--- config.mk ---
export PLATFORM = sky130hd
export DESIGN_NAME = start_delay
export DESIGN_NICKNAME = d
export VERILOG_FILES = /design/src/logic/start_delay.sv
export SDC_FILE = /design/constraint.sdc
export NUM_CORES = 1
export LEC_CHECK = 0
export ABC_AREA = 0
export BUFFER_PORTS_ARGS = -buffer_cell sky130_fd_sc_hd__buf_2
export CAP_MARGIN = 20
export CORE_MARGIN = 5
export CORE_UTILIZATION = 55
export DETAILED_ROUTE_END_ITERATION = 10
export GPL_ROUTABILITY_DRIVEN = 0
export PLACE_DENSITY = 0.77
export RECOVER_POWER = 100
export SYNTH_ARGS = -nofsm -noshare
export SYNTH_HDL_FRONTEND = slang
export SYNTH_SLANG_ARGS = --single-unit
--- constraint.sdc ---
create_clock -name clk -period 2.4 [get_ports clk]
set_input_delay 0.48 -clock clk [delete_from_list [all_inputs] [get_ports clk]]
set_output_delay 0.48 -clock clk [all_outputs]
set_load 0.1 [all_outputs]
--- src/logic/start_delay.sv ---
// Start delay, releases the system reset after clock lock and a counter run-out
`timescale 1ns/1ps
`default_nettype none

module start_delay #(
  parameter int DELAY_BITS = 24
) (
  input  wire  clk,
  input  wire  i_arst_n,
  input  wire  i_clk_locked,
  input  wire  i_reset_btn_n,   // Reset button, active low
  output logic o_cpu_reset_n
);

  logic [DELAY_BITS-1:0] delay_cnt;
  logic                  delay_done;

  assign delay_done = delay_cnt[DELAY_BITS-1];  // Top bit ends the wait

  always_ff @(posedge clk or negedge i_arst_n)
  begin
    if (!i_arst_n)
    begin
      delay_cnt     <= '0;
      o_cpu_reset_n <= 1'b0;
    end
    else
    begin
      o_cpu_reset_n <= i_reset_btn_n & delay_done;   // Button gates the release
      if (!i_clk_locked)
        delay_cnt <= '0;                             // Restart on lock loss
      else if (!delay_done)
        delay_cnt <= delay_cnt + DELAY_BITS'(1);     // Saturates at top bit
    end
  end

endmodule

`default_nettype wire

=== Yosys cells after proc, flatten, opt, wreduce, memory -nomap -nowiden ===
Cells that the tools add are included.

* Flip-flop bits (word level): 25

* Multiplexer cells: 2
* Add/subtract/negate cells: 1
* Bitwise operators: 1
* Eq/ne operators: 1

{| class="wikitable"
|+ Operator list
! operator !! count
|-
| 2-to-1 mux 24 bit || 2
|-
| adder 24 x 1 -> 24 bit (second input constant) || 1
|-
| != test 2 bit (second input constant) || 1
|-
| AND 1 bit || 1
|}

=== Longest topological paths before layout ===
* Word-level depth: 3
* Mapped depth: 6

=== Least setup slack after synthesis ===
OpenSTA, ideal clock, no wires.

* Path type: register -> register
* Start: register delay_cnt[6]
* End: register delay_cnt[19]
* Setup slack: 544 ps
* Cell stages (with the launch flop): 6
* Required time: 2322 ps
* Data arrival time: 1779 ps
* Cell sequence: dfrtp_1 -> nand4_4 -> or4_1 -> buf_2 -> or4_1 -> a21boi_1

* Cells in the longest elaborated chain, start to end: 3

{| class="wikitable"
|+ RTL lines
! element !! line !! text
|-
| start, declared || 15 || <nowiki>logic [DELAY_BITS-1:0] delay_cnt;</nowiki>
|-
| start signal, assigned || 33 || <nowiki>delay_cnt <= delay_cnt + DELAY_BITS'(1);</nowiki>
|-
| adder 24 x 1 -> 24 bit || 33 ||
|-
| 2-to-1 mux 24 bit || 32 || <nowiki>else if (!delay_done)</nowiki>
|-
| 2-to-1 mux 24 bit || 30 || <nowiki>if (!i_clk_locked)</nowiki>
|}

Every way passes these cells. The select of a mux whose other input is x is not followed.
A chain may end at the register's enable or synchronous reset.

=== Worst setup path in the final report ===
Ends and elaborated chain as after synthesis.

==> flow_metrics.py <==
metrics = {
    "outcome": {
        "run_status": "completed",
    },
    "routing": {
        "vias": 930,
        "vias_per_cell": 5.81,
        "wl_mm": 2.36,
        "drtIter0Drc": 19,
        "first_pass_iters": 4,
        "ant_nets": 0,
        "avgRoutedWirePerCell_um": 14.8,
        "remaining_drc_errors": 0,
    },
    "power_and_ir_drop": {
        "power_density_nw_per_um2": 476,
        "p_sw_uw": 149,
        "combinationalPowerShare": 0.044,
        "pwr-share-clk": 0.293,
        "cell_internal_pwr_uw": 500,
        "p_seq_frac": 0.663,
        "ir_drop_v": 0.000409,
        "switching_share": 0.230,
        "p_leak_uw": 0.000585,
        "total_power_uw": 649,
    },
    "yosys": {
        "synth-edff-count": 0,
        "synth_compound_area_frac": 0.0729,
        "synth_cell_types": 29,
        "yosysTopAreaCellShare": 0.479,
        "syn_inst": 129,
        "syn_avg_cell_area_um2": 10.1,
        "async_reset_ff_frac": 1.00,
        "synth_xor_area_frac": 0.0805,
        "synth_warnings": 0,
        "synth_adder_area_share": 0.00959,
        "synth_top_family_by_area": "simple AND/OR/NAND/NOR gates",
        "yosys-top-cells-area": "dfrtp_1 48%, and2_1 6.2%, xnor2_1 4.0%",
        "ys_ff_latch": 25,
        "yosys.area_share.simple": 0.294,
        "yosysSeqAreaShare": 0.479,
        "synth_mux_area_frac": 0.0307,
        "synth_area_um2": 1310,
        "synth_nets": 134,
        "synth-main-ff-cell": "dfrtp_1",
        "synth_top_area_cell": "dfrtp_1",
    },
    "sta": {
        "relSlewSlack": 0.117,
        "setup-violations-final": 0,
        "tightest_slew_ps": 1320,
        "final_max_slew_viol_count": 0,
        "finClkSkew_ps": 3.38,
        "finalCritPeriodShare": 0.868,
        "setup_tns_ps": 0,
        "rsz0062_at_grt": "no",
        "max_freq_mhz": 480,
        "hold_viol": 0,
        "timing.final.crit_period_ps": 2080,
    },
    "final_layout": {
        "fin_nets": 138,
        "diodes": 0,
        "final_cell_mix": "25 x dfrtp_1, 13 x and2_0, 10 x nand2_1",
        "syn_to_final_growth_pct": 4.51,
        "drive_gt1_frac": 0.0455,
        "layout_commonest_cell": "dfrtp_1",
        "stdcell_count": 160,
        "utilization": 0.611,
    },
    "grt": {
        "grt_max_degree": 29,
        "grt_pass1_vias": 1008,
        "overflow": 0,
        "groute.usage.overall": 0.166,
        "grt_antenna_before_repair": 0,
        "grt_first_pass_wirelength_mm": 4.36,
    },
    "worst_setup_path": {
        "crit_type": "flop to flop",
        "cp-end-kind": "flop",
        "arrival_ps": 2330,
        "cp_max_fo": 9,
        "start_kind": "flop",
        "cp.required_ps": 2650,
    },
    "cts": {
        "clk_latency_ps": 320,
        "cts-buffers-inserted": 3,
        "cts_setup_buffers": 0,
        "clock_sinks": 25,
        "cts-root-buf": "clkbuf_4",
        "cts_max_level": 1,
        "clockBufferDepth": 2,
        "cts_tree": "done",
        "cts.clk_slew.worst_paths_ps": 130,
        "cts.repair.resized": 0,
        "cts_hold_buf": 0,
    },
    "flow_run": {
        "drv_cap": 0,
    },
    "die": {
        "rows": 17,
        "die_h_um": 58.7,
        "dieArea_um2": 3450,
        "start_util": 0.584,
        "die_width_um": 58.7,
        "core_area_um2": 2230,
        "io_pins": 5,
    },
    "hold_path": {
        "worstHoldPathType": "input pin to flop",
    },
    "place": {
        "hpwl_mm": 1.58,
        "dp_cells": 156,
        "port-buffer-count": 4,
    },
}
==> final timing paths <==
check	from	to	slack (ps)	cells after the start
min in group asynchronous	i_arst_n	delay_cnt[12]$_DFFE_PN0P_	420	1
hold reg to reg	delay_cnt[18]$_DFFE_PN0P_	delay_cnt[18]$_DFFE_PN0P_	580	2
hold / removal	i_reset_btn_n	o_cpu_reset_n$_DFF_PN0_	370	2
setup / recovery	delay_cnt[6]$_DFFE_PN0P_	delay_cnt[19]$_DFFE_PN0P_	320	4
setup reg to reg	delay_cnt[6]$_DFFE_PN0P_	delay_cnt[19]$_DFFE_PN0P_	320	4
max in group asynchronous	i_arst_n	delay_cnt[15]$_DFFE_PN0P_	1210	1
==> metrics by stage <==
stage               setup slack (ps)  instance area (um^2)  hold slack (ps)
floorplan                        544                  1310              184
global placement                 463                  1350              491
detailed placement               378                  1350              504
CTS                              350                  1370              142
global route                     215                  1360              350
finish                           317                  1360              372
==> cell type report <==
cell class	count	area, um^2
Sequential cell	25	626
Multi-Input combinational cell	93	637
Clock buffer	4	26.3
Tap cell	28	35.0
Inverter	4	15.0
Timing Repair Buffer	6	25.0
Fill cell	191	870
==> layer usage <==
metal | GRT usage | vias to the layer above | share of wire | wire, um
met2 | 0.271 | 12 | 0.47 | 1120
met1 | 0.199 | 448 | 0.47 | 1110
met5 | 0 | - | 0 | 0
met3 | 0.0526 | 6 | 0.031 | 73
met4 | 0.0777 | 0 | 0.023 | 55
li1 | - | 464 | - | -
==> power groups by stage <==
stage | logic [uW] | registers (uW) | clock network, uW
after floorplan | 16.9 | 437 | 0
after global routing | 33.1 | 432 | 217
after CTS | 30.1 | 430 | 198
after detailed placement | 30.0 | 438 | 0
final | 28.6 | 430 | 190
after global placement | 28.8 | 438 | 0
==> synth_stat cells, types with 4 or more instances <==
cell / n
nand4_1: 4
dfrtp_1: 25
or4_1: 4
xor2_1: 6
clkbuf_1: 6
mux2i_1: 4
o21ai_0: 4
nand2b_1: 4
nand3_1: 5
inv_1: 4
nor4_1: 7
xnor2_1: 6
and2_1: 13
nand2_1: 10
==> registers in the layout, indices dropped and copies added (netlist names) <==
name           count
delay_cnt         24
o_cpu_reset_n      1
==> cell families (layout without fill, tap and decap cells) <==
kind of cell    count (synthesis)  count (layout)
buf+inv                        11              14
xor+xnor                       12              12
compound gates                 14              14
flops                          25              25
simple gates                   62              62
fa+ha+maj                       1               1
mux                             4               4
==> worst max-delay path, stage by stage (launching register included) <==
cell	delay, ps
dfrtp_1	460
nand4_4	160
or4_1	650
or4_1	560
a21boi_0	180
No activity file was read; power rests on OpenSTA's default activity.
