==> src/logic/console_bus_pkg.sv <==
// Console bus widths, cycle structs, region codes and the console memory map
`default_nettype none

package console_bus_pkg;

  localparam int CPU_ADDR_W = 23;   // Word address, A0 is not a byte select
  localparam int CPU_DATA_W = 16;
  localparam int PAD_ADDR_W = 9;    // 512 words = 1K bytes

  // One console bus cycle as the TI side presents it
  typedef struct packed {
    logic [CPU_ADDR_W-1:0] addr;
    logic                  we_n;    // Active low
    logic                  oe_n;    // Active low
    logic                  lb_n;    // Lower byte lane, active low
    logic                  ub_n;    // Upper byte lane, active low
    logic                  as;      // Address strobe
    logic [CPU_DATA_W-1:0] wdata;
  } cpu_bus_t;

  // Request towards the external memory controller
  typedef struct packed {
    logic [CPU_ADDR_W-1:0] addr;
    logic                  as;      // Delayed by one clock
    logic                  we_n;
    logic [CPU_DATA_W-1:0] wdata;
  } ext_mem_req_t;

  typedef enum logic [1:0] {
    REGION_UNMAPPED   = 2'd0,
    REGION_SCRATCHPAD = 2'd1,
    REGION_EXTERNAL   = 2'd2
  } mem_region_e;

  // ========================================
  // Memory map, word addresses as base and span (last - base)
  // ========================================
  localparam logic [CPU_ADDR_W-1:0] PAD_BASE = 23'h004000;
  localparam logic [CPU_ADDR_W-1:0] PAD_SPAN = CPU_ADDR_W'(2**PAD_ADDR_W - 1);

  localparam int EXT_AREAS = 5;
  // ROM, cart and high RAM, GROM bank, cartridges plus SAMS
  localparam logic [CPU_ADDR_W-1:0] EXT_BASE [EXT_AREAS] =
    '{23'h000000, 23'h005000, 23'h008000, 23'h018000, 23'h080000};
  localparam logic [CPU_ADDR_W-1:0] EXT_SPAN [EXT_AREAS] =
    '{23'h001FFF, 23'h002FFF, 23'h007FFF, 23'h007FFF, 23'h27FFFF};

endpackage

`default_nettype wire

==> src/logic/ext_mem_wait_ctrl.sv <==
// External memory wait-state control, delayed strobe and busy timeout counter
`timescale 1ns/1ps
`default_nettype none

module ext_mem_wait_ctrl
  import console_bus_pkg::*;
#(
  parameter int BUSY_TIMEOUT = 100
) (
  input  wire          clk,
  input  wire          i_arst_n,
  input  wire cpu_bus_t i_cpu,
  input  wire mem_region_e i_region,
  input  wire          i_ext_ack,          // One cycle done pulse
  output ext_mem_req_t o_ext,
  output logic         o_memory_busy,
  output logic         o_use_memory_busy
);

  localparam int CNT_W = $clog2(BUSY_TIMEOUT + 1);

  logic             ext_sel;
  logic             as_now;   // Qualified strobe, combinational
  logic             as_q;     // Delayed one clock toward controller
  logic [CNT_W-1:0] busy_cnt;

  assign ext_sel = (i_region == REGION_EXTERNAL);
  assign as_now  = i_cpu.as && ext_sel;

  // Console must wait while busy on these cycles
  assign o_use_memory_busy = ext_sel && (!i_cpu.we_n || !i_cpu.oe_n);

  // ========================================
  // Strobe delay and busy counter
  // ========================================
  always_ff @(posedge clk or negedge i_arst_n)
  begin
    if (!i_arst_n)
    begin
      as_q     <= 1'b0;
      busy_cnt <= '0;
    end
    else
    begin
      as_q <= as_now;
      if (i_ext_ack)
        busy_cnt <= '0;                       // Done, release console
      else if (as_now)
        busy_cnt <= CNT_W'(BUSY_TIMEOUT);     // New strobe reloads
      else if (busy_cnt != '0)
        busy_cnt <= busy_cnt - CNT_W'(1);     // Timeout run-down
    end
  end

  assign o_memory_busy = (busy_cnt != '0);

  // Address, write and data pass straight on, held by console
  assign o_ext = '{addr: i_cpu.addr, as: as_q, we_n: i_cpu.we_n, wdata: i_cpu.wdata};

endmodule

`default_nettype wire

==> config.mk <==
export PLATFORM = sky130hd
export DESIGN_NAME = ext_mem_wait_ctrl
export DESIGN_NICKNAME = d
export VERILOG_FILES = /design/src/logic/console_bus_pkg.sv /design/src/logic/ext_mem_wait_ctrl.sv
export SDC_FILE = /design/constraint.sdc
export NUM_CORES = 1
export LEC_CHECK = 0
export BUFFER_PORTS_ARGS = -buffer_cell sky130_fd_sc_hd__buf_2
export CORE_ASPECT_RATIO = 0.8
export CORE_MARGIN = 2
export CORE_UTILIZATION = 34
export DETAILED_ROUTE_END_ITERATION = 12
export PLACE_DENSITY_LB_ADDON = 0.1
export SETUP_SLACK_MARGIN = 0.2
export SKIP_LAST_GASP = 1
export SLEW_MARGIN = 10
export SYNTH_ARGS = -nofsm -noshare
export SYNTH_HDL_FRONTEND = slang
export SYNTH_SLANG_ARGS = --single-unit
==> constraint.sdc <==
create_clock -name clk -period 3.9 [get_ports clk]
set_input_delay 0.195 -clock clk [delete_from_list [all_inputs] [get_ports clk]]
set_output_delay 0.195 -clock clk [all_outputs]
set_load 0.03 [all_outputs]
---- Word-level counts from Yosys, hierarchy flattened ----
Index checks and enable logic that the tools add are counted.
Widths: inputs -> output; s select.
storage, ports and cells
  bits in registers ....................... 8
  bits of input ports ..................... 49
  output and inout bits ................... 43
  word-level logic and storage cells ...... 14
cells by class
  add/subtract/negate cells ............... 1
  equality and inequality tests ........... 1
  mux-type cells .......................... 3
  reduce and logical (&&, ||, !) cells .... 7
operators by type and width
  operator             count
  $mux 7               3
  $reduce_bool 7->1    1
  $sub 7x1->7 const B  1
  $reduce_bool 3->1    1
  $eq 2x2->1 const B   1
  $logic_and 1x1->1    2
  $logic_not 1->1      2
  $logic_or 1x1->1     1

---- Logic depth before layout (Yosys ltp) ----
  depth after elaboration ................. 4
  depth in mapped cells ................... 7
  gate-level depth less buffers ........... 6

---- Worst setup path after synthesis ----
OpenSTA, ideal clock, no wires.
  path type ............................... register -> register
  from .................................... register busy_cnt[0]
  to ...................................... register busy_cnt[0]
  library setup time ...................... 0.122 ns
  arrival time ............................ 1.746 ns
  setup slack ............................. 2.032 ns
  cell stages (with the launch flop) ...... 8
  clock period less this slack ............ 1.868 ns
  cells stage by stage .................... dfrtp_1 inv_1 ha_1 or3b_4 or4_4 buf_6 xnor2_1 nor2_1
between the ends
  elaborated cells between the ends (all ways) .. 6
RTL lines
  what                         RTL line                 source
  start: declaration           ext_mem_wait_ctrl.sv:25  logic [CNT_W-1:0] busy_cnt;
  start signal: assignment     ext_mem_wait_ctrl.sv:49  busy_cnt <= CNT_W'(BUSY_TIMEOUT);
  start signal: assignment     ext_mem_wait_ctrl.sv:51  busy_cnt <= busy_cnt - CNT_W'(1);
  $reduce_bool 7->1            n/a
  named net o_memory_busy      ext_mem_wait_ctrl.sv:16  output logic o_memory_busy,
  $reduce_bool 3->1 (no line)  n/a
The timed path passes the listed nets, and every way through them passes these cells. The select of a mux whose other input is x is not followed.
A chain may end at the register's enable or synchronous reset.

---- Final worst setup path ----
  from .................................... register busy_cnt[0]
  to ...................................... output o_memory_busy
between the ends
  cells in the longest elaborated chain, start to end .. 1
ends and longest elaborated chain
  what               RTL line                 source
  $reduce_bool 7->1  ext_mem_wait_ctrl.sv:55  assign o_memory_busy = (busy_cnt != '0);
  end: declaration   ext_mem_wait_ctrl.sv:16
No other way between the ends.

==> flow_summary.yaml <==
outcome:
  status: "completed"
drt:
  vias: 368
  viasPerCell: 4.66
  wl_per_cell_um: 13.1
  drt-total-wl_um: 1040
  dr.pass1.iters: 3
  post-route-drc-count: 0
  drtIter0Drc: 3
  ant_nets: 0
synthesis:
  synth-edff-count: 0
  synth_top_area_share_pct: 42.6
  yosysTopAreaCell: "buf_4"
  syn_nets: 132
  ys_warn_count: 0
  synthDistinctLibCells: 21
  synth_seq_cells: 8
  synth-main-ff-cell: "dfrtp_1"
  synthTopCellsByCount: "buf_4 (41), dfrtp_1 (8), a21oi_1 (5), nor2_1 (5), inv_1 (3)"
  syn_inst: 82
  synth_most_common_cell: "buf_4"
  synth.area.top_cells: "buf_4 (43%), dfrtp_1 (28%), a21oi_1 (3.5%), nor2_1 (2.6%), xor2_1 (2.4%)"
  yosysSeqAreaShare_pct: 27.7
  avgSynthCellArea_um2: 8.80
  synth_area_um2: 722
  async_flop_share_pct: 100
global_routing:
  overflow: 0
  global_route.usage.met3_pct: 7.74
  grt_pass1_wl_um: 1790
  grt_max_degree: 9
  grt_pass1_vias: 363
  grt_util_met1_pct: 11.2
  grt_util_all_layers_pct: 9.59
  antenna_found_initial: 0
  use_met2_pct: 11.9
  grt_busiest_layer: "met2"
place:
  placed_area_um2: 488
  gp_congestion: 0.607
  port_buffers: 11
  dp_hpwl_um: 796
power:
  p_leak_uw: 0.000254
  ir_worst_vdd_mv: 0.253
  p_per_area_nw_per_um2: 749
sta:
  max_freq_mhz: 452
  setup_viol: 0
  min_period_over_period_pct: 56.8
  timing.final.crit_period_ps: 2210
  tns_ps: 0
  rsz0062_at_grt: "false"
  hold_viol: 0
  tightest_slew_ps: 424
  finClkSkew_ps: 8.63
  relSlewSlack_pct: 71.4
  slew_viol_final: 0
  worst_hold_slack_ps: 119
clocking:
  clock_sinks: 8
  cts_setup_buffers: 0
  htreeDepth: 1
  root_buffer: "clkbuf_4"
  clk_path_buf_depth: 2
  cts_tree: "done"
  insertion_delay_ps: 260
  cts_made_buffers: 3
  cts_resized: 0
  holdBufCountCts: 1
  path_clk_slew_ps: 70
die:
  die_area_um2: 2510
  chipWidth_um: 55.5
  start_util_pct: 37.1
  chipHeight_um: 45.2
  io_pins: 92
  rows: 14
  core_area_um2: 1940
hold_path:
  min_path_type: "in -> reg"
final_layout:
  layout.nets: 107
  drive_gt1_share_pct: 30.9
  area_growth_pct: -27.9
  n_antenna_cell: 0
  design_area_um2: 520
worst_setup_path:
  arrival_ps: 2020
  required_ps: 3700
  crit_type: "reg -> out"
  worstPathMaxFanout: 7
  crit_path_start_kind: "flop"
  worstSetupEndpointType: "output pin"
flow_run:
  maxCapViolations: 0
-- path summary, 6_finish.rpt --
kind / startpoint / endpoint / slack [ps] / depth (start not counted)
min in group asynchronous: i_arst_n / busy_cnt[6]$_DFFE_PN0P_ / 300 / 2
min: i_ext_ack / busy_cnt[6]$_DFFE_PN0P_ / 120 / 2
min reg2reg: busy_cnt[6]$_DFFE_PN0P_ / busy_cnt[6]$_DFFE_PN0P_ / 570 / 2
max reg2reg: busy_cnt[0]$_DFFE_PN0P_ / busy_cnt[0]$_DFFE_PN0P_ / 2020 / 6
max: busy_cnt[0]$_DFFE_PN0P_ / o_memory_busy / 1690 / 5
max in group asynchronous: i_arst_n / busy_cnt[0]$_DFFE_PN0P_ / 3420 / 2
-- where the power goes --
part | leakage [uW] | total, uW | switching (uW) | internal (uW)
clock network | 0.0000138 | 69.3 | 33.7 | 35.5
registers | 0.000106 | 137 | 28.7 | 109
logic | 0.000135 | 183 | 98.2 | 85.1
-- registers in the layout, indices dropped and copies added, names as in the netlist --
register and cells:
busy_cnt 7, as_q 1
-- layout make-up --
type,count,area [um^2]
clock buffers,3,22.5
fillers,205,1420
well taps,24,30.0
multi-input cells,29,191
flip-flops and latches,8,200
inverters,3,11.3
repair buffers,12,65.1
-- per-layer routing --
layer | vias to the layer above | share of wire, %
li1 | 170 | -
met1 | 163 | 43
met2 | 25 | 41
met3 | 10 | 13
met4 | 0 | 2.6
met5 | - | 0
-- logic make-up (layout without fill, tap and decap cells) --
family | count (synthesis) | count (layout) | synth area share (%)
XOR/XNOR | 3 | 3 | 3.64
adder cells (fa/ha/maj) | 1 | 1 | 1.73
AND/OR/NAND/NOR | 15 | 15 | 12.0
AO/OA/AOI/OAI | 10 | 10 | 9.18
buffers and inverters | 45 | 18 | 45.8
flip-flops | 8 | 8 | 27.7
-- worst max-delay path, stage by stage (launching register included) --
cell     delay (ps)
dfrtp_1         410
inv_1            70
ha_1            170
or3b_4          410
or4_4           490
buf_2           210
-- cell usage in the layout, fill, tap and decap left out --
cell type and n:
xnor2_1 1, or4_4 1, or4_1 1, ha_1 1
nand2_1 2, dlygate4sd3_1 1, nand2b_1 2, o41ai_1 1
nor2_1 5, buf_2 11, o21ai_0 1, a21oi_1 5
nand3b_1 1, o21a_1 1, inv_1 3, a211oi_2 1
dfrtp_1 8, or3b_4 1, clkbuf_4 3, nor3_1 2
xor2_1 2, o31ai_1 1
-- metrics by stage --
| step | util [%] | cells | total power (uW) | worst slack, ps |
|---|---|---|---|---|
| after CTS | 26.8 | 79 | 396 | 1670 |
| after floorplan | - | 82 | 374 | 2030 |
| after detailed placement | 25.1 | 75 | 325 | 1950 |
| final | 26.8 | 79 | 390 | 1690 |
| after global placement | 25.1 | 75 | 327 | 1950 |
| after global routing | 26.8 | 79 | 429 | 1580 |
(Power assumes the default switching activity.)
