File: config.mk
export PLATFORM = sky130hd
export DESIGN_NAME = host_port_decoder
export DESIGN_NICKNAME = d
export VERILOG_FILES = /design/src/logic/host_link_pkg.sv /design/src/logic/host_port_decoder.sv
export SDC_FILE = /design/constraint.sdc
export NUM_CORES = 1
export LEC_CHECK = 0
export ABC_AREA = 1
export BUFFER_PORTS_ARGS = -buffer_cell sky130_fd_sc_hd__clkbuf_2
export CORE_MARGIN = 2
export CORE_UTILIZATION = 47
export CTS_CLUSTER_DIAMETER = 50
export CTS_CLUSTER_SIZE = 10
export DETAILED_ROUTE_END_ITERATION = 12
export GPL_ROUTABILITY_DRIVEN = 1
export PLACE_DENSITY = 0.85
export RECOVER_POWER = 100
export SLEW_MARGIN = 20
export SYNTH_ARGS = -nofsm -noshare
export SYNTH_HDL_FRONTEND = slang
export SYNTH_SLANG_ARGS = --single-unit
File: constraint.sdc
create_clock -name clk -period 0.8 [get_ports clk]
set_input_delay 0.16 -clock clk [delete_from_list [all_inputs] [get_ports clk]]
set_output_delay 0.16 -clock clk [all_outputs]
set_load 0.005 [all_outputs]
File: src/logic/host_link_pkg.sv
// Host port widths, host access and bootloader request structs, host command codes
`default_nettype none

package host_link_pkg;

  localparam int HOST_ADDR_W = 32;
  localparam int HOST_DATA_W = 8;

  localparam logic [7:0] CTRL_TAG = 8'hFF;  // Top byte of a control access
  localparam logic [3:0] RAM_TAG  = 4'h0;   // Top nibble of a RAM access

  // Already deserialized host access, pulses last one clock
  typedef struct packed {
    logic                   wr;
    logic                   rd;
    logic [HOST_ADDR_W-1:0] addr;
    logic [HOST_DATA_W-1:0] wdata;
  } host_access_t;

  // Level requests to the bootloader, held until acked
  typedef struct packed {
    logic [HOST_ADDR_W-1:0] addr;
    logic                   read_rq;
    logic                   write_rq;
    logic [HOST_DATA_W-1:0] wdata;
  } boot_req_t;

  typedef enum logic [1:0] {
    HOST_CMD_NONE    = 2'd0,
    HOST_CMD_CTRL_WR = 2'd1,
    HOST_CMD_RAM_RD  = 2'd2,
    HOST_CMD_RAM_WR  = 2'd3
  } host_cmd_e;

endpackage

`default_nettype wire

File: src/logic/host_port_decoder.sv
// Host port decoder, CPU control register and bootloader read/write requests
`timescale 1ns/1ps
`default_nettype none

module host_port_decoder
  import host_link_pkg::*;
(
  input  wire                    clk,
  input  wire                    i_arst_n,
  input  wire host_access_t      i_host,
  input  wire                    i_boot_read_ack,
  input  wire                    i_boot_write_ack,
  input  wire [HOST_DATA_W-1:0]  i_boot_rdata,
  output logic [7:0]             o_cpu_control,
  output boot_req_t              o_boot,
  output logic [HOST_DATA_W-1:0] o_host_rdata
);

  host_cmd_e              cmd;
  logic [HOST_ADDR_W-1:0] boot_addr;
  logic [HOST_DATA_W-1:0] boot_wdata;
  logic                   read_rq;
  logic                   write_rq;

  // ========================================
  // Access classification
  // ========================================
  always_comb
  begin
    cmd = HOST_CMD_NONE;
    if (i_host.wr && (i_host.addr[HOST_ADDR_W-1 -: 8] == CTRL_TAG))
    begin
      cmd = HOST_CMD_CTRL_WR;                 // Reads of control space ignored
    end
    else if (i_host.addr[HOST_ADDR_W-1 -: 4] == RAM_TAG)
    begin
      if (i_host.rd)
        cmd = HOST_CMD_RAM_RD;
      else if (i_host.wr)
        cmd = HOST_CMD_RAM_WR;
    end
  end

  // CPU control register
  always_ff @(posedge clk or negedge i_arst_n)
  begin
    if (!i_arst_n)
      o_cpu_control <= '0;
    else if (cmd == HOST_CMD_CTRL_WR)
      o_cpu_control <= i_host.wdata;
  end

  // ========================================
  // Bootloader requests
  // ========================================
  always_ff @(posedge clk or negedge i_arst_n)
  begin
    if (!i_arst_n)
    begin
      read_rq  <= 1'b0;
      write_rq <= 1'b0;
    end
    else
    begin
      // Ack wins over a new request in the same cycle
      if (i_boot_read_ack)
        read_rq <= 1'b0;
      else if (cmd == HOST_CMD_RAM_RD)
        read_rq <= 1'b1;

      if (i_boot_write_ack)
        write_rq <= 1'b0;
      else if (cmd == HOST_CMD_RAM_WR)
        write_rq <= 1'b1;
    end
  end

  // Address, write data and read data captures
  always_ff @(posedge clk or negedge i_arst_n)
  begin
    if (!i_arst_n)
    begin
      boot_addr    <= '0;
      boot_wdata   <= '0;
      o_host_rdata <= '0;
    end
    else
    begin
      if ((cmd == HOST_CMD_RAM_RD) || (cmd == HOST_CMD_RAM_WR))
        boot_addr <= i_host.addr;
      if (cmd == HOST_CMD_RAM_WR)
        boot_wdata <= i_host.wdata;
      if (i_boot_read_ack)
        o_host_rdata <= i_boot_rdata;       // Byte back to host
    end
  end

  assign o_boot = '{addr: boot_addr, read_rq: read_rq, write_rq: write_rq, wdata: boot_wdata};

endmodule

`default_nettype wire

; ---- Word level (Yosys, flattened, before mapping)
; Index checks and enable logic that the tools add are counted.
; W data, S select, Z words.
[word_totals]
ff_bits = 58
out_inout_bits = 58
[op_classes]
eq_ne = 4
mux = 8
n_reduce_logical = 5
[ops]
columns = operator, n
row1 = $eq A8 B8 Y1 const B, 1
row2 = $mux W2, 4
row3 = $eq A2 B2 Y1 const B, 2
row4 = $logic_not A4 Y1, 1
row5 = $mux W1, 4
row6 = $reduce_bool A2 Y1, 2
row7 = $eq A2 B1 Y1 const B, 1
row8 = $logic_and A1 B1 Y1, 1
row9 = $logic_or A1 B1 Y1, 1

; ---- Depth between registers and ports, before layout
[depth]
depth_word = 7
depth_mapped = 6
depth_no_buf = 5

; ---- Worst setup path after synthesis
; No wires, ideal clock.
[synth_path]
kind = input -> register
start = input i_host[39] (netlist name)
end = register boot_addr[26]
setup_ns = 0.118
arrival_ns = 0.793
required_time_ns = 0.682
slack_ns = -0.111
path_stages = 5
path_buffers = 1
path_cell_list = nor2_2 > nand3_4 > buf_6 > nand2_1 > o21ai_2
[synth_between]
elab_chain_len = 5
elab_cells_between_ends = 8
cone_classes = eq/ne (3) / mux (2) / reduce/logical (3)
[synth_rtl]
columns = element, line
row1 = start: declaration, host_port_decoder.sv:10  ; input wire host_access_t i_host,
row2 = $eq A8 B8 Y1 / $logic_not A4 Y1 (equally long branches), "host_port_decoder.sv:31, host_port_decoder.sv:35"
row3 = $logic_and A1 B1 Y1 / $mux W2 (equally long branches), "host_port_decoder.sv:31, host_port_decoder.sv:35"
row4 = $mux W2 (*), host_port_decoder.sv:31  ; if (i_host.wr && (i_host.addr[HOST_ADDR_W-1 -: 8] == CTRL_TAG))
row5 = $eq A2 B2 Y1, host_port_decoder.sv:89  ; if ((cmd == HOST_CMD_RAM_RD) || (cmd == HOST_CMD_RAM_WR))
row6 = $logic_or A1 B1 Y1 (*), host_port_decoder.sv:89
row7 = end signal: assignment, host_port_decoder.sv:90  ; boot_addr <= i_host.addr;
row8 = end: declaration, host_port_decoder.sv:20  ; logic [HOST_ADDR_W-1:0] boot_addr;
; Mark *: on every way between the ends. The rest lies on a longest branch, timed or not.
; A chain may end at the register's enable or synchronous reset.

; ---- Final worst setup path
[layout_path]
start = register boot_addr[23]
end = output o_boot[33] (netlist name)
[layout_rtl]
columns = element, line
row1 = end: declaration, host_port_decoder.sv:15  ; output boot_req_t o_boot,
; No word-level cell between the ends.

==> flow_summary_export.csv <==
group,metric,value,unit
yosys,synthTopCellsByArea,"dfrtp_1 58%, o21ai_2 13%, nand2_1 9.1%",
pwr,internal_power,6.495,mW
pwr,switching_share,26.35,%
worst_setup_path,cp_slowest_stage_delay,400,ps
global_routing,gr-total-overflow,0,
final_layout,final_cell_mix,"110 x clkbuf_2, 58 x dfrtp_1, 45 x buf_4",
yosys,ys_seq_area_share,57.86,%
hold_path,hp-class,"in -> reg",
pwr,vdd.ir_drop.worst,0.001085,V
global_routing,grt_max_degree,33,
timing,slew_headroom,78.21,%
pwr,p_comb_share,25.7,%
final_layout,finalNetCount,466,
clocking,cts.clk_slew.worst_paths,70,ps
pwr,seq_power_share,40.9,%
worst_setup_path,rr_worst_depth,4,
hold_path,whs_endpoint,"boot_addr[19]",
timing,period_share,125.8,%
timing,worstMarginPinSlew,326.8,ps
worst_setup_path,cp.required,640,ps
die,dieArea,5938,sq um
worst_setup_path,slowest_stage,"dfrtp_1",
clocking,h-tree-depth,3,
die,placementRows,26,
timing,whs,61.44,ps
worst_setup_path,worstPathArrival,850,ps
final_layout,final_common_cell,"clkbuf_2",
global_routing,antenna_found_initial,0,
yosys,ys.warnings.count,0,
drt,num_vias,2200,
global_routing,grt_pass1_wl,10120,um
final_layout,postLayoutCellArea,3889,sq um
drt,wl_per_cell,13.11,um
worst_setup_path,regToRegSetupSlack,-60,ps
worst_setup_path,cp.buffers_inverters,1,
yosys,yosysTopAreaCellShare,57.86,%
hold_path,min_path_cells,3,
run_status,violations,"negative setup slack",
yosys,syn_area_per_cell,10.59,sq um
clocking,clkSinkCount,58,
yosys,yosysTopAreaCell,"dfrtp_1",
pwr,p_switching,2.324,mW
die,start_util,48.81,%
final_layout,syn_to_final_growth,55.01,%
worst_setup_path,path_max_fanout,2,
yosys,synth_seq_cells,58,
worst_setup_path,path_class,"reg -> out",
drt,drtIter0Drc,95,
drt,drt_wl_total,6385,um
yosys,synthCells,237,
worst_setup_path,reg2reg_from,"boot_addr[11]",
flow_run,drv_cap,0,
clocking,cts_tree,"built",
clocking,clockRootBuffer,"clkbuf_8",
timing,hold_viol,0,
timing,setup_viol_count_final,74,
place,placed_cells,422,
worst_setup_path,r2r_end,"boot_addr[11]",
place,hpwl,4040,um
place,place.gp.congestion,0.7097,
die,die_w,77.06,um
global_routing,grt_pass1_vias,2132,
run_status,status,"finished, violations left",
final_layout,layout-drive-gt1-share,64.51,%
timing,skew,0,ps
timing,finalCriticalPeriod,1007,ps
die,die_height,77.06,um
final_layout,diodes,0,
yosys,synthesis.area,2509,sq um
clocking,cts_buffers,9,
drt,drc_errors,0,
worst_setup_path,crit_family,"flip-flops",
global_routing,grtUsageTotal,21.61,%
final_layout,instances_no_fill,487,
clocking,cts.path.max_buffers,2,
drt,first_pass_iters,4,
hold_path,hp-start,"i_host[27]",
worst_setup_path,cp-end-kind,"output pin",
yosys,yosysUniqueCellTypes,17,
timing,grt_setup_unrepaired,"true",
place,portBuffers,111,
pwr,clock_power_share,33.4,%
timing,fmax,993.4,MHz
yosys,synth_nets,291,
clocking,clock_latency,320,ps
drt,antenna_left,0,
timing,report.final.slew_viol_count,0,
worst_setup_path,cp-start-kind,"flip-flop",
place,placed_cell_area,3306,sq um
worst_setup_path,cp_cell_sequence,"clkbuf_2",
die,core_area,5140,sq um
die,ios,112,
pwr,p_leak,2.238,nW
timing,setup_ws,-206.6,ps
pwr,p_per_area,2268,nW/um^2
drt,via_per_inst,4.517,
==> tightest hold or removal path: stages <==
cell and delay [ps]:
clkbuf_2 80, inv_1 50, o21ai_2 50
==> through the flow <==
step | total power [mW] | worst slack (ps) | utilization, % | TNS (ps)
after floorplan | 4.427 | -52.33 | - | -1012
after global placement | 5.175 | -228.8 | 64.31 | -9697
after detailed placement | 5.249 | -264.9 | 64.31 | -11150
after CTS | 8.605 | -207.1 | 73.32 | -10680
after global routing | 9.253 | -232.7 | 75.66 | -14340
final | 8.818 | -206.6 | 75.66 | -10640
==> power groups by stage <==
stage / Combinational [mW] / Sequential [mW] / Clock, mW
3_3_place_gp: 1.50 / 3.68 / 0
5_1_grt: 2.46 / 3.65 / 3.14
4_1_cts: 2.02 / 3.59 / 2.99
3_5_place_dp: 1.55 / 3.70 / 0
2_1_floorplan: 0.707 / 3.72 / 0
6_report: 2.27 / 3.61 / 2.94
==> sequential cells by signal (all words and copies together) (netlist names) <==
name and count:
boot_addr 32, o_host_rdata 8, read_rq 1, write_rq 1, o_cpu_control 8, boot_wdata 8
==> how the worst max path moves through the flow <==
stage / start / endpoint / slack [ps] / cells past startpoint
after floorplan: i_host[36] / boot_addr[26] / -50 / 5
after global placement: i_host[36] / boot_addr[23] / -230 / 6
after detailed placement: i_host[36] / boot_addr[22] / -260 / 6
after CTS: o_cpu_control[1] / o_cpu_control[1] / -210 / 1
after global routing: boot_addr[23] / o_boot[33] / -230 / 1
final: boot_addr[23] / o_boot[33] / -210 / 1
==> logic make-up after synthesis <==
kind of cell / Yosys count / share of synthesized area [%]
buffers and inverters: 55 / 10.67
AND/OR/NAND/NOR: 78 / 14.76
flip-flops: 58 / 57.86
multiplexers: 8 / 3.591
AO/OA/AOI/OAI: 38 / 13.12
==> Yosys cell counts <==
library cell and n:
nand2_1 61, dfrtp_1 58, inv_1 44, o21ai_2 36, mux2_2 8, nand4_1 8, buf_6 7, nand3_4 3
nor2_2 3, buf_4 2, a21oi_1 1, a21oi_2 1, buf_2 1, clkinv_1 1, nand3_1 1, nor2_1 1
nor2_4 1
==> layer usage <==
layer  part of all wire, %  global-route usage (%)  vias up
li1                      -                       -     1081
met1                    42                   27.00     1019
met2                    51                   38.33       88
met3                   5.3                   3.529       12
met4                   1.6                   6.964        0
met5                     0                       0        -
==> what timing repair did <==
action | 4_1_cts | 5_1_grt
resized for setup | 0 | 10
buffers inserted | 30 | 17
hold buffers | 2 | 0
setup endpoints to repair | 58 | 60
hold endpoints to repair | 59 | 0
pin swaps | 0 | 1
==> final cells by class <==
| type | count | area, sq um |
|---|---|---|
| multi-input cells | 124 | 874.6 |
| clock buffers | 10 | 137.6 |
| well taps | 70 | 87.58 |
| flip-flops and latches | 58 | 1451 |
| clock inverters | 6 | 80.08 |
| fillers | 359 | 1251 |
| repair buffers | 174 | 1089 |
| inverters | 45 | 168.9 |
(Power assumes the default switching activity.)
