## config.mk

```make
export PLATFORM = sky130hd
export DESIGN_NAME = console_bus_router
export DESIGN_NICKNAME = d
export VERILOG_FILES = /design/src/logic/console_bus_pkg.sv /design/src/logic/console_bus_router.sv
export SDC_FILE = /design/constraint.sdc
export NUM_CORES = 1
export LEC_CHECK = 0
export BUFFER_PORTS_ARGS = -buffer_cell sky130_fd_sc_hd__buf_2
export CORE_UTILIZATION = 44
export DETAILED_ROUTE_END_ITERATION = 8
export HOLD_SLACK_MARGIN = 0.02
export PLACE_DENSITY = 0.88
export RECOVER_POWER = 25
export SYNTH_ARGS = -nofsm -noshare
export SYNTH_HDL_FRONTEND = slang
export SYNTH_SLANG_ARGS = --single-unit
export TNS_END_PERCENT = 1
```

## constraint.sdc

```tcl
create_clock -name clk -period 3.8 [get_ports clk]
set_input_delay 0.19 -clock clk [delete_from_list [all_inputs] [get_ports clk]]
set_output_delay 0.19 -clock clk [all_outputs]
set_load 0.01 [all_outputs]
```

## src/logic/console_bus_pkg.sv

```systemverilog
// Console bus widths, cycle structs, region codes and the console memory map
`default_nettype none

package console_bus_pkg;

  localparam int CPU_ADDR_W = 23;   // Word address, A0 is not a byte select
  localparam int CPU_DATA_W = 16;
  localparam int PAD_ADDR_W = 9;    // 512 words = 1K bytes

  // One console bus cycle as the TI side presents it
  typedef struct packed {
    logic [CPU_ADDR_W-1:0] addr;
    logic                  we_n;    // Active low
    logic                  oe_n;    // Active low
    logic                  lb_n;    // Lower byte lane, active low
    logic                  ub_n;    // Upper byte lane, active low
    logic                  as;      // Address strobe
    logic [CPU_DATA_W-1:0] wdata;
  } cpu_bus_t;

  // Request towards the external memory controller
  typedef struct packed {
    logic [CPU_ADDR_W-1:0] addr;
    logic                  as;      // Delayed by one clock
    logic                  we_n;
    logic [CPU_DATA_W-1:0] wdata;
  } ext_mem_req_t;

  typedef enum logic [1:0] {
    REGION_UNMAPPED   = 2'd0,
    REGION_SCRATCHPAD = 2'd1,
    REGION_EXTERNAL   = 2'd2
  } mem_region_e;

  // ========================================
  // Memory map, word addresses as base and span (last - base)
  // ========================================
  localparam logic [CPU_ADDR_W-1:0] PAD_BASE = 23'h004000;
  localparam logic [CPU_ADDR_W-1:0] PAD_SPAN = CPU_ADDR_W'(2**PAD_ADDR_W - 1);

  localparam int EXT_AREAS = 5;
  // ROM, cart and high RAM, GROM bank, cartridges plus SAMS
  localparam logic [CPU_ADDR_W-1:0] EXT_BASE [EXT_AREAS] =
    '{23'h000000, 23'h005000, 23'h008000, 23'h018000, 23'h080000};
  localparam logic [CPU_ADDR_W-1:0] EXT_SPAN [EXT_AREAS] =
    '{23'h001FFF, 23'h002FFF, 23'h007FFF, 23'h007FFF, 23'h27FFFF};

endpackage

`default_nettype wire

```

## src/logic/console_bus_router.sv

```systemverilog
// Console bus router, memory map decode, scratchpad lane writes and read data select
`timescale 1ns/1ps
`default_nettype none

module console_bus_router
  import console_bus_pkg::*;
(
  input  wire                   clk,
  input  wire                   i_arst_n,
  input  wire cpu_bus_t         i_cpu,
  input  wire [CPU_DATA_W-1:0]  i_pad_rdata,
  input  wire [CPU_DATA_W-1:0]  i_ext_rdata,
  output mem_region_e           o_region,
  output logic [1:0]            o_pad_we,     // [1] upper lane, [0] lower lane
  output logic [CPU_DATA_W-1:0] o_cpu_rdata
);

  logic        pad_hit;
  logic        ext_hit;
  logic        pad_write;
  mem_region_e region_q;   // Lines up with RAM read latency

  // ========================================
  // Memory map decode
  // ========================================
  // Offset compare, wraps below base so one test per area
  assign pad_hit = ((i_cpu.addr - PAD_BASE) <= PAD_SPAN);

  always_comb
  begin
    ext_hit = 1'b0;
    for (int i = 0; i < EXT_AREAS; i++)
    begin
      if ((i_cpu.addr - EXT_BASE[i]) <= EXT_SPAN[i])
        ext_hit = 1'b1;
    end
  end

  always_comb
  begin
    if (pad_hit)
      o_region = REGION_SCRATCHPAD;
    else if (ext_hit)
      o_region = REGION_EXTERNAL;
    else
      o_region = REGION_UNMAPPED;
  end

  // Per-lane write enables
  assign pad_write   = (o_region == REGION_SCRATCHPAD) && !i_cpu.we_n;
  assign o_pad_we[0] = pad_write && !i_cpu.lb_n;
  assign o_pad_we[1] = pad_write && !i_cpu.ub_n;

  always_ff @(posedge clk or negedge i_arst_n)
  begin
    if (!i_arst_n)
      region_q <= REGION_UNMAPPED;
    else
      region_q <= o_region;
  end

  // ========================================
  // Read data select
  // ========================================
  always_comb
  begin
    o_cpu_rdata = '0;                           // Unmapped reads give zero
    if (o_region == REGION_EXTERNAL)
      o_cpu_rdata = i_ext_rdata;                // Straight through
    else if ((o_region == REGION_SCRATCHPAD) && (region_q == REGION_SCRATCHPAD))
      o_cpu_rdata = i_pad_rdata;                // Valid one cycle after address
  end

endmodule

`default_nettype wire

```

Yosys cells after proc, flatten, opt, wreduce, memory -nomap -nowiden. Cells that the tools add are included.

Reduce and logical (&&, ||, !) cells: 7. Mux-type cells: 9. Eq/ne operators: 3. $add $sub $neg: 5. Order comparisons: 6.

Operators by type and width (number): $le A23 B15 Y1 const B (2); $sub A23 B15 Y23 const B (2); $mux W16 (2); $le A23 B13 Y1 const B (1); $le A23 B14 Y1 const B (1); $le A23 B22 Y1 const B (1); $le A23 B9 Y1 const B (1); $sub A23 B16 Y23 const B (1); $sub A23 B17 Y23 const B (1); $sub A23 B20 Y23 const B (1); $mux W1 (5); $eq A2 B1 Y1 const B (2); $logic_and A1 B1 Y1 (4); $mux W2 (2); $logic_not A1 Y1 (3); $eq A2 B2 Y1 const B (1).

Flip-flop bits (word level): 2. Logic and storage cells: 31. Input bits: 78.

Depth between registers and ports, before layout.
Depth after elaboration: 12. Mapped depth: 12. Depth with buffers taken out: 9.

Worst setup path before layout. Ideal clock, no wire load.

Kind: input -> output. From: in i_cpu[37] (netlist name). To: out o_pad_we[0]. Slack: 1.395 ns. Stages: 12. Data arrival time: 2.215 ns. Cells stage by stage: buf_2 inv_1 ha_1 nand2_1 and3_1 o21ai_0 xor2_1 and3_1 buf_2 buf_2 buf_4 nor3b_1.

Elaborated cells between the ends (all ways): 21. Classes of those cells: add/sub: 5; order compare: 6; eq/ne: 1; mux: 7; reduce/logical: 2.

RTL lines: start, declared (RTL line console_bus_router.sv:10) `input wire cpu_bus_t i_cpu,`; $sub A23 B15 Y23 (RTL line console_bus_router.sv:27) `assign pad_hit = ((i_cpu.addr - PAD_BASE) <= PAD_SPAN);`; $le A23 B9 Y1 (RTL line console_bus_router.sv:27); named net pad_hit (RTL line console_bus_router.sv:18) `logic pad_hit;`; $mux W2 (RTL line console_bus_router.sv:41) `if (pad_hit)`; $eq A2 B1 Y1 (RTL line console_bus_router.sv:50) `assign pad_write = (o_region == REGION_SCRATCHPAD) && !i_cpu.we_n;`; $logic_and A1 B1 Y1 (RTL line console_bus_router.sv:50); $logic_and A1 B1 Y1 (RTL line console_bus_router.sv:51) `assign o_pad_we[0] = pad_write && !i_cpu.lb_n;`; end, declared (RTL line console_bus_router.sv:14) `output logic [1:0] o_pad_we,`.

The timed path passes the listed nets, and every way through them passes these cells.

Final worst setup path.
From: in i_cpu[36] (netlist name). To: out o_cpu_rdata[15].

Longest elaborated chain between the ends: 12. Elaborated cells between the ends (all ways): 23. Classes of those cells: add/sub: 5; order compare: 6; eq/ne: 2; mux: 9; reduce/logical: 1.

Ends and longest elaborated chain: $sub A23 B15 Y23 or $le A23 B13 Y1 (tied branches) (RTL line console_bus_router.sv:34) `if ((i_cpu.addr - EXT_BASE[i]) <= EXT_SPAN[i])`; $le A23 B14 Y1 or $mux W1 (tied branches) (RTL line console_bus_router.sv:34); $mux W1 (4 in series) (RTL line console_bus_router.sv:34); $mux W2 (RTL line console_bus_router.sv:43) `else if (ext_hit)`; $mux W2 * (RTL line console_bus_router.sv:41); $eq A2 B1 Y1 (RTL line console_bus_router.sv:70) `else if ((o_region == REGION_SCRATCHPAD) && (region_q == REGION_SCRATCHPAD))`; $logic_and A1 B1 Y1 (RTL line console_bus_router.sv:70); $mux W16 (RTL line console_bus_router.sv:70); $mux W16 * (RTL line console_bus_router.sv:68) `if (o_region == REGION_EXTERNAL)`; end, declared (RTL line console_bus_router.sv:15) `output logic [CPU_DATA_W-1:0] o_cpu_rdata`.

Mark *: on every way between the ends. The rest lies on a longest branch, timed or not.

==> summary.md <==
| Metric | Value |
|---|---|
| Inserted Clock Buffers | 3 |
| Area occupied by multi-input gates | 1110 sq um |
| Largest registers | region_q x2 |
| Routed length on met2 | 1820 um |
| Crit-path max FO | 17 |
| Post-synth EDFFs | 0 |
| Yosys warns | 0 |
| Net Count, Synth | 264 |
| FILL cells | 260 |
| Detailed Place HPWL | 2840 um |
| Synth Cell Area | 1270 sq um |
| Avg Inst Size Synth | 7.54 sq um |
| Unique masters post-synth | 42 |
| Seq/Total Area, Yosys | 0.0393 |
| Maximum vdd drop | 113 uV |
| Register share of total power | 0.104 |
| Final setup fails | 0 |
| Max reg flops | 2 |
| Clock sinks | 2 |
| LEAKAGE | 0.805 nW |
| Vias in the first global route | 1388 |
| Internal | 0.128 mW |
| Top sig layer | met4 |
| Sequential cell area | 50.0 sq um |
| Critical path's largest stage delay | 0.63 ns |
| Power share of the clock group | 0.213 |
| Crit path buf inv count | 3 |
| Starting Density | 0.462 |
| Met3 WL | 272 um |
| Most common cell after layout, fill and taps aside | buf_2 |
| Total global-route track usage | 0.228 |
| Family with the most delay on the worst path | simple AND/OR/NAND/NOR gates |
| Final min period | 3.29 ns |
| Most used cell, CP | a41oi_1 |
| Async SR Flop Fraction | 1.00 |
| Dpl cell area | 1630 sq um |
| Hold Slack | 0.290 ns |
| Top reg by flops | region_q |
| Ordered cell list for the critical path | clkbuf_1 -> inv_1 -> ha_1 -> nor3b_1 -> o2111ai_1 -> a41oi_1 -> a41oi_1 -> nand2_1 -> or3_1 -> a32o_1 -> buf_2 |
| Nets@finish | 337 |
| Pwr dens | 134 nW/um^2 |
| Placed cell count | 267 |
| Antenna violations before repair | 0 |
| Clk buf depth | 2 |
| Status | completed |
| Switching Fraction | 0.423 |
| Final Total Pwr | 0.223 mW |
| Port Buffer Count | 79 |
| Clk pin slew, worst setup/hold paths | 0.03 ns |
| Slew Limit Fails | 0 |
| Post-route cell area | 1660 sq um |
| Die width | 55.8 um |
| Vias | 1597 |
| Die area | 3120 sq um |
| Combinational power share | 0.683 |
| Area grow syn2layout | 30.3% |
| Total wire length | 3680 um |
| First-pass GRT wire length | 5810 um |
| Sw Pwr | 0.0943 mW |
| CTS tree | done |
| Final Non-Filler Cells | 271 |
| Max Freq | 0.304 GHz |
| Worst path arrival time | 3.10 ns |
| RSZ-0062 raised after global routing | no |
| Final GP Congestion | 0.845 |
| Critical path type | in2out |
| HP Class | in2async |
| Antenna diodes | 0 |
| Routed length per instance | 13.6 um |
| Die height | 55.8 um |
| Rows | 19 |
| Core ar. | 2760 sq um |
| Synthesis-stage register bit count | 2 |
| Syn Inst Count | 169 |
| Final worst path period share | 0.865 |
| Met1 WL | 1570 um |
| CP Launch Type | primary input |
| Dominant synthesized flop cell | dfrtp_1 |
| Fin Setup TNS | 0 ns |
| Remaining Overflow, GRT | 0 |
| CP endpoint kind | output port |
| Critical Path Stages | 11 |
| Most frequent cells in the layout | 75 x buf_2, 20 x nor2b_1, 17 x a32o_1, 17 x ha_1, 9 x inv_1 |
| ANT nets after route | 0 |
| Max-Cap Viols | 0 |
| Pin count of the biggest net entering global routing | 22 |
| Slowest cell on the critical path | or3_1 |
| Share of layout cells above drive strength 1 | 0.338 |
| Htree depth | 1 |
| Boundary Pins | 98 |
| Endpoints failing hold | 0 |
| Worst-margin pin slew | 1.04 ns |
| Worst path required time | 3.61 ns |
| Post-CTS sizing | 0 |
| DR iter-0 viols | 59 |
| Worst rel slew slack | 0.303 |
| Drt via density | 5.89 |
| Residual DRC count | 0 |
| CTS Root Cell | clkbuf_4 |
| Pre-antenna DRT Iters | 4 |
[kinds of logic (layout without fill, tap and decap cells)]
| logic type | Yosys count | count (layout) | share of synthesized area |
|---|---|---|---|
| AOI/OAI and AO/OA | 49 | 49 | 0.300 |
| and+or+nand+nor | 68 | 68 | 0.327 |
| buffers and inverters | 22 | 93 | 0.0913 |
| adders and majority gates | 17 | 17 | 0.167 |
| xor gates and xnor gates | 11 | 11 | 0.0756 |
| DFF | 2 | 2 | 0.0393 |
[final timing paths]
check / slack [ns] / start / end
max in group asynchronous: 3.38 / i_arst_n / region_q[1]$_DFF_PN0_
worst min-delay path: 0.29 / i_arst_n / region_q[0]$_DFF_PN0_
min in group clk: 0.62 / i_cpu[18] / o_pad_we[0]
worst max-delay path: 0.51 / i_cpu[36] / o_cpu_rdata[15]
[final cells by class]
class | count | share of cell area
clock buffers | 3 | 0.0136
inverters | 9 | 0.0203
multi-input cells | 145 | 0.667
flip-flops and latches | 2 | 0.0301
well taps | 31 | 0.0233
repair buffers | 81 | 0.245
[routing by layer]
metal	GRT usage	vias up
met3	0.0372	4
met1	0.264	726
met4	0.0906	0
met2	0.415	74
li1	-	793
met5	0	-
[cell usage after synthesis, types with 4 or more instances]
library cell	instances	share of area
nand2_1	7	0.021
a32o_1	17	0.13
nand3_1	5	0.020
o21ai_0	7	0.027
a21oi_1	6	0.024
nor3b_1	4	0.024
buf_2	6	0.024
ha_1	17	0.17
xor2_1	4	0.027
nor2_1	7	0.021
inv_1	9	0.026
nor3_1	4	0.016
nand4_1	4	0.020
nor4_1	5	0.025
nor2b_1	20	0.098
xnor2_1	7	0.048
[timing repair]
| action | 4_1_cts | 5_1_grt |
|---|---|---|
| buffers inserted | 0 | 0 |
| endpoints found under the hold margin | 2 | 0 |
| hold buffers | 1 | 0 |
[power groups by stage]
stage	Sequential, mW	Combinational (mW)	Clock, mW
CTS	0.0232	0.152	0.0510
floorplan	0.0232	0.0929	0
finish	0.0231	0.152	0.0476
global placement	0.0232	0.146	0
global route	0.0232	0.166	0.0522
detailed placement	0.0234	0.150	0
[metrics by stage]
| step | utilization | setup WS, ns |
|---|---|---|
| CTS | 0.604 | 0.810 |
| detailed placement | 0.593 | 0.821 |
| global route | 0.603 | 0.299 |
| global placement | 0.593 | 0.886 |
| floorplan | - | 1.40 |
| finish | 0.603 | 0.514 |
Note: power is estimated with default switching activity, not from simulation.
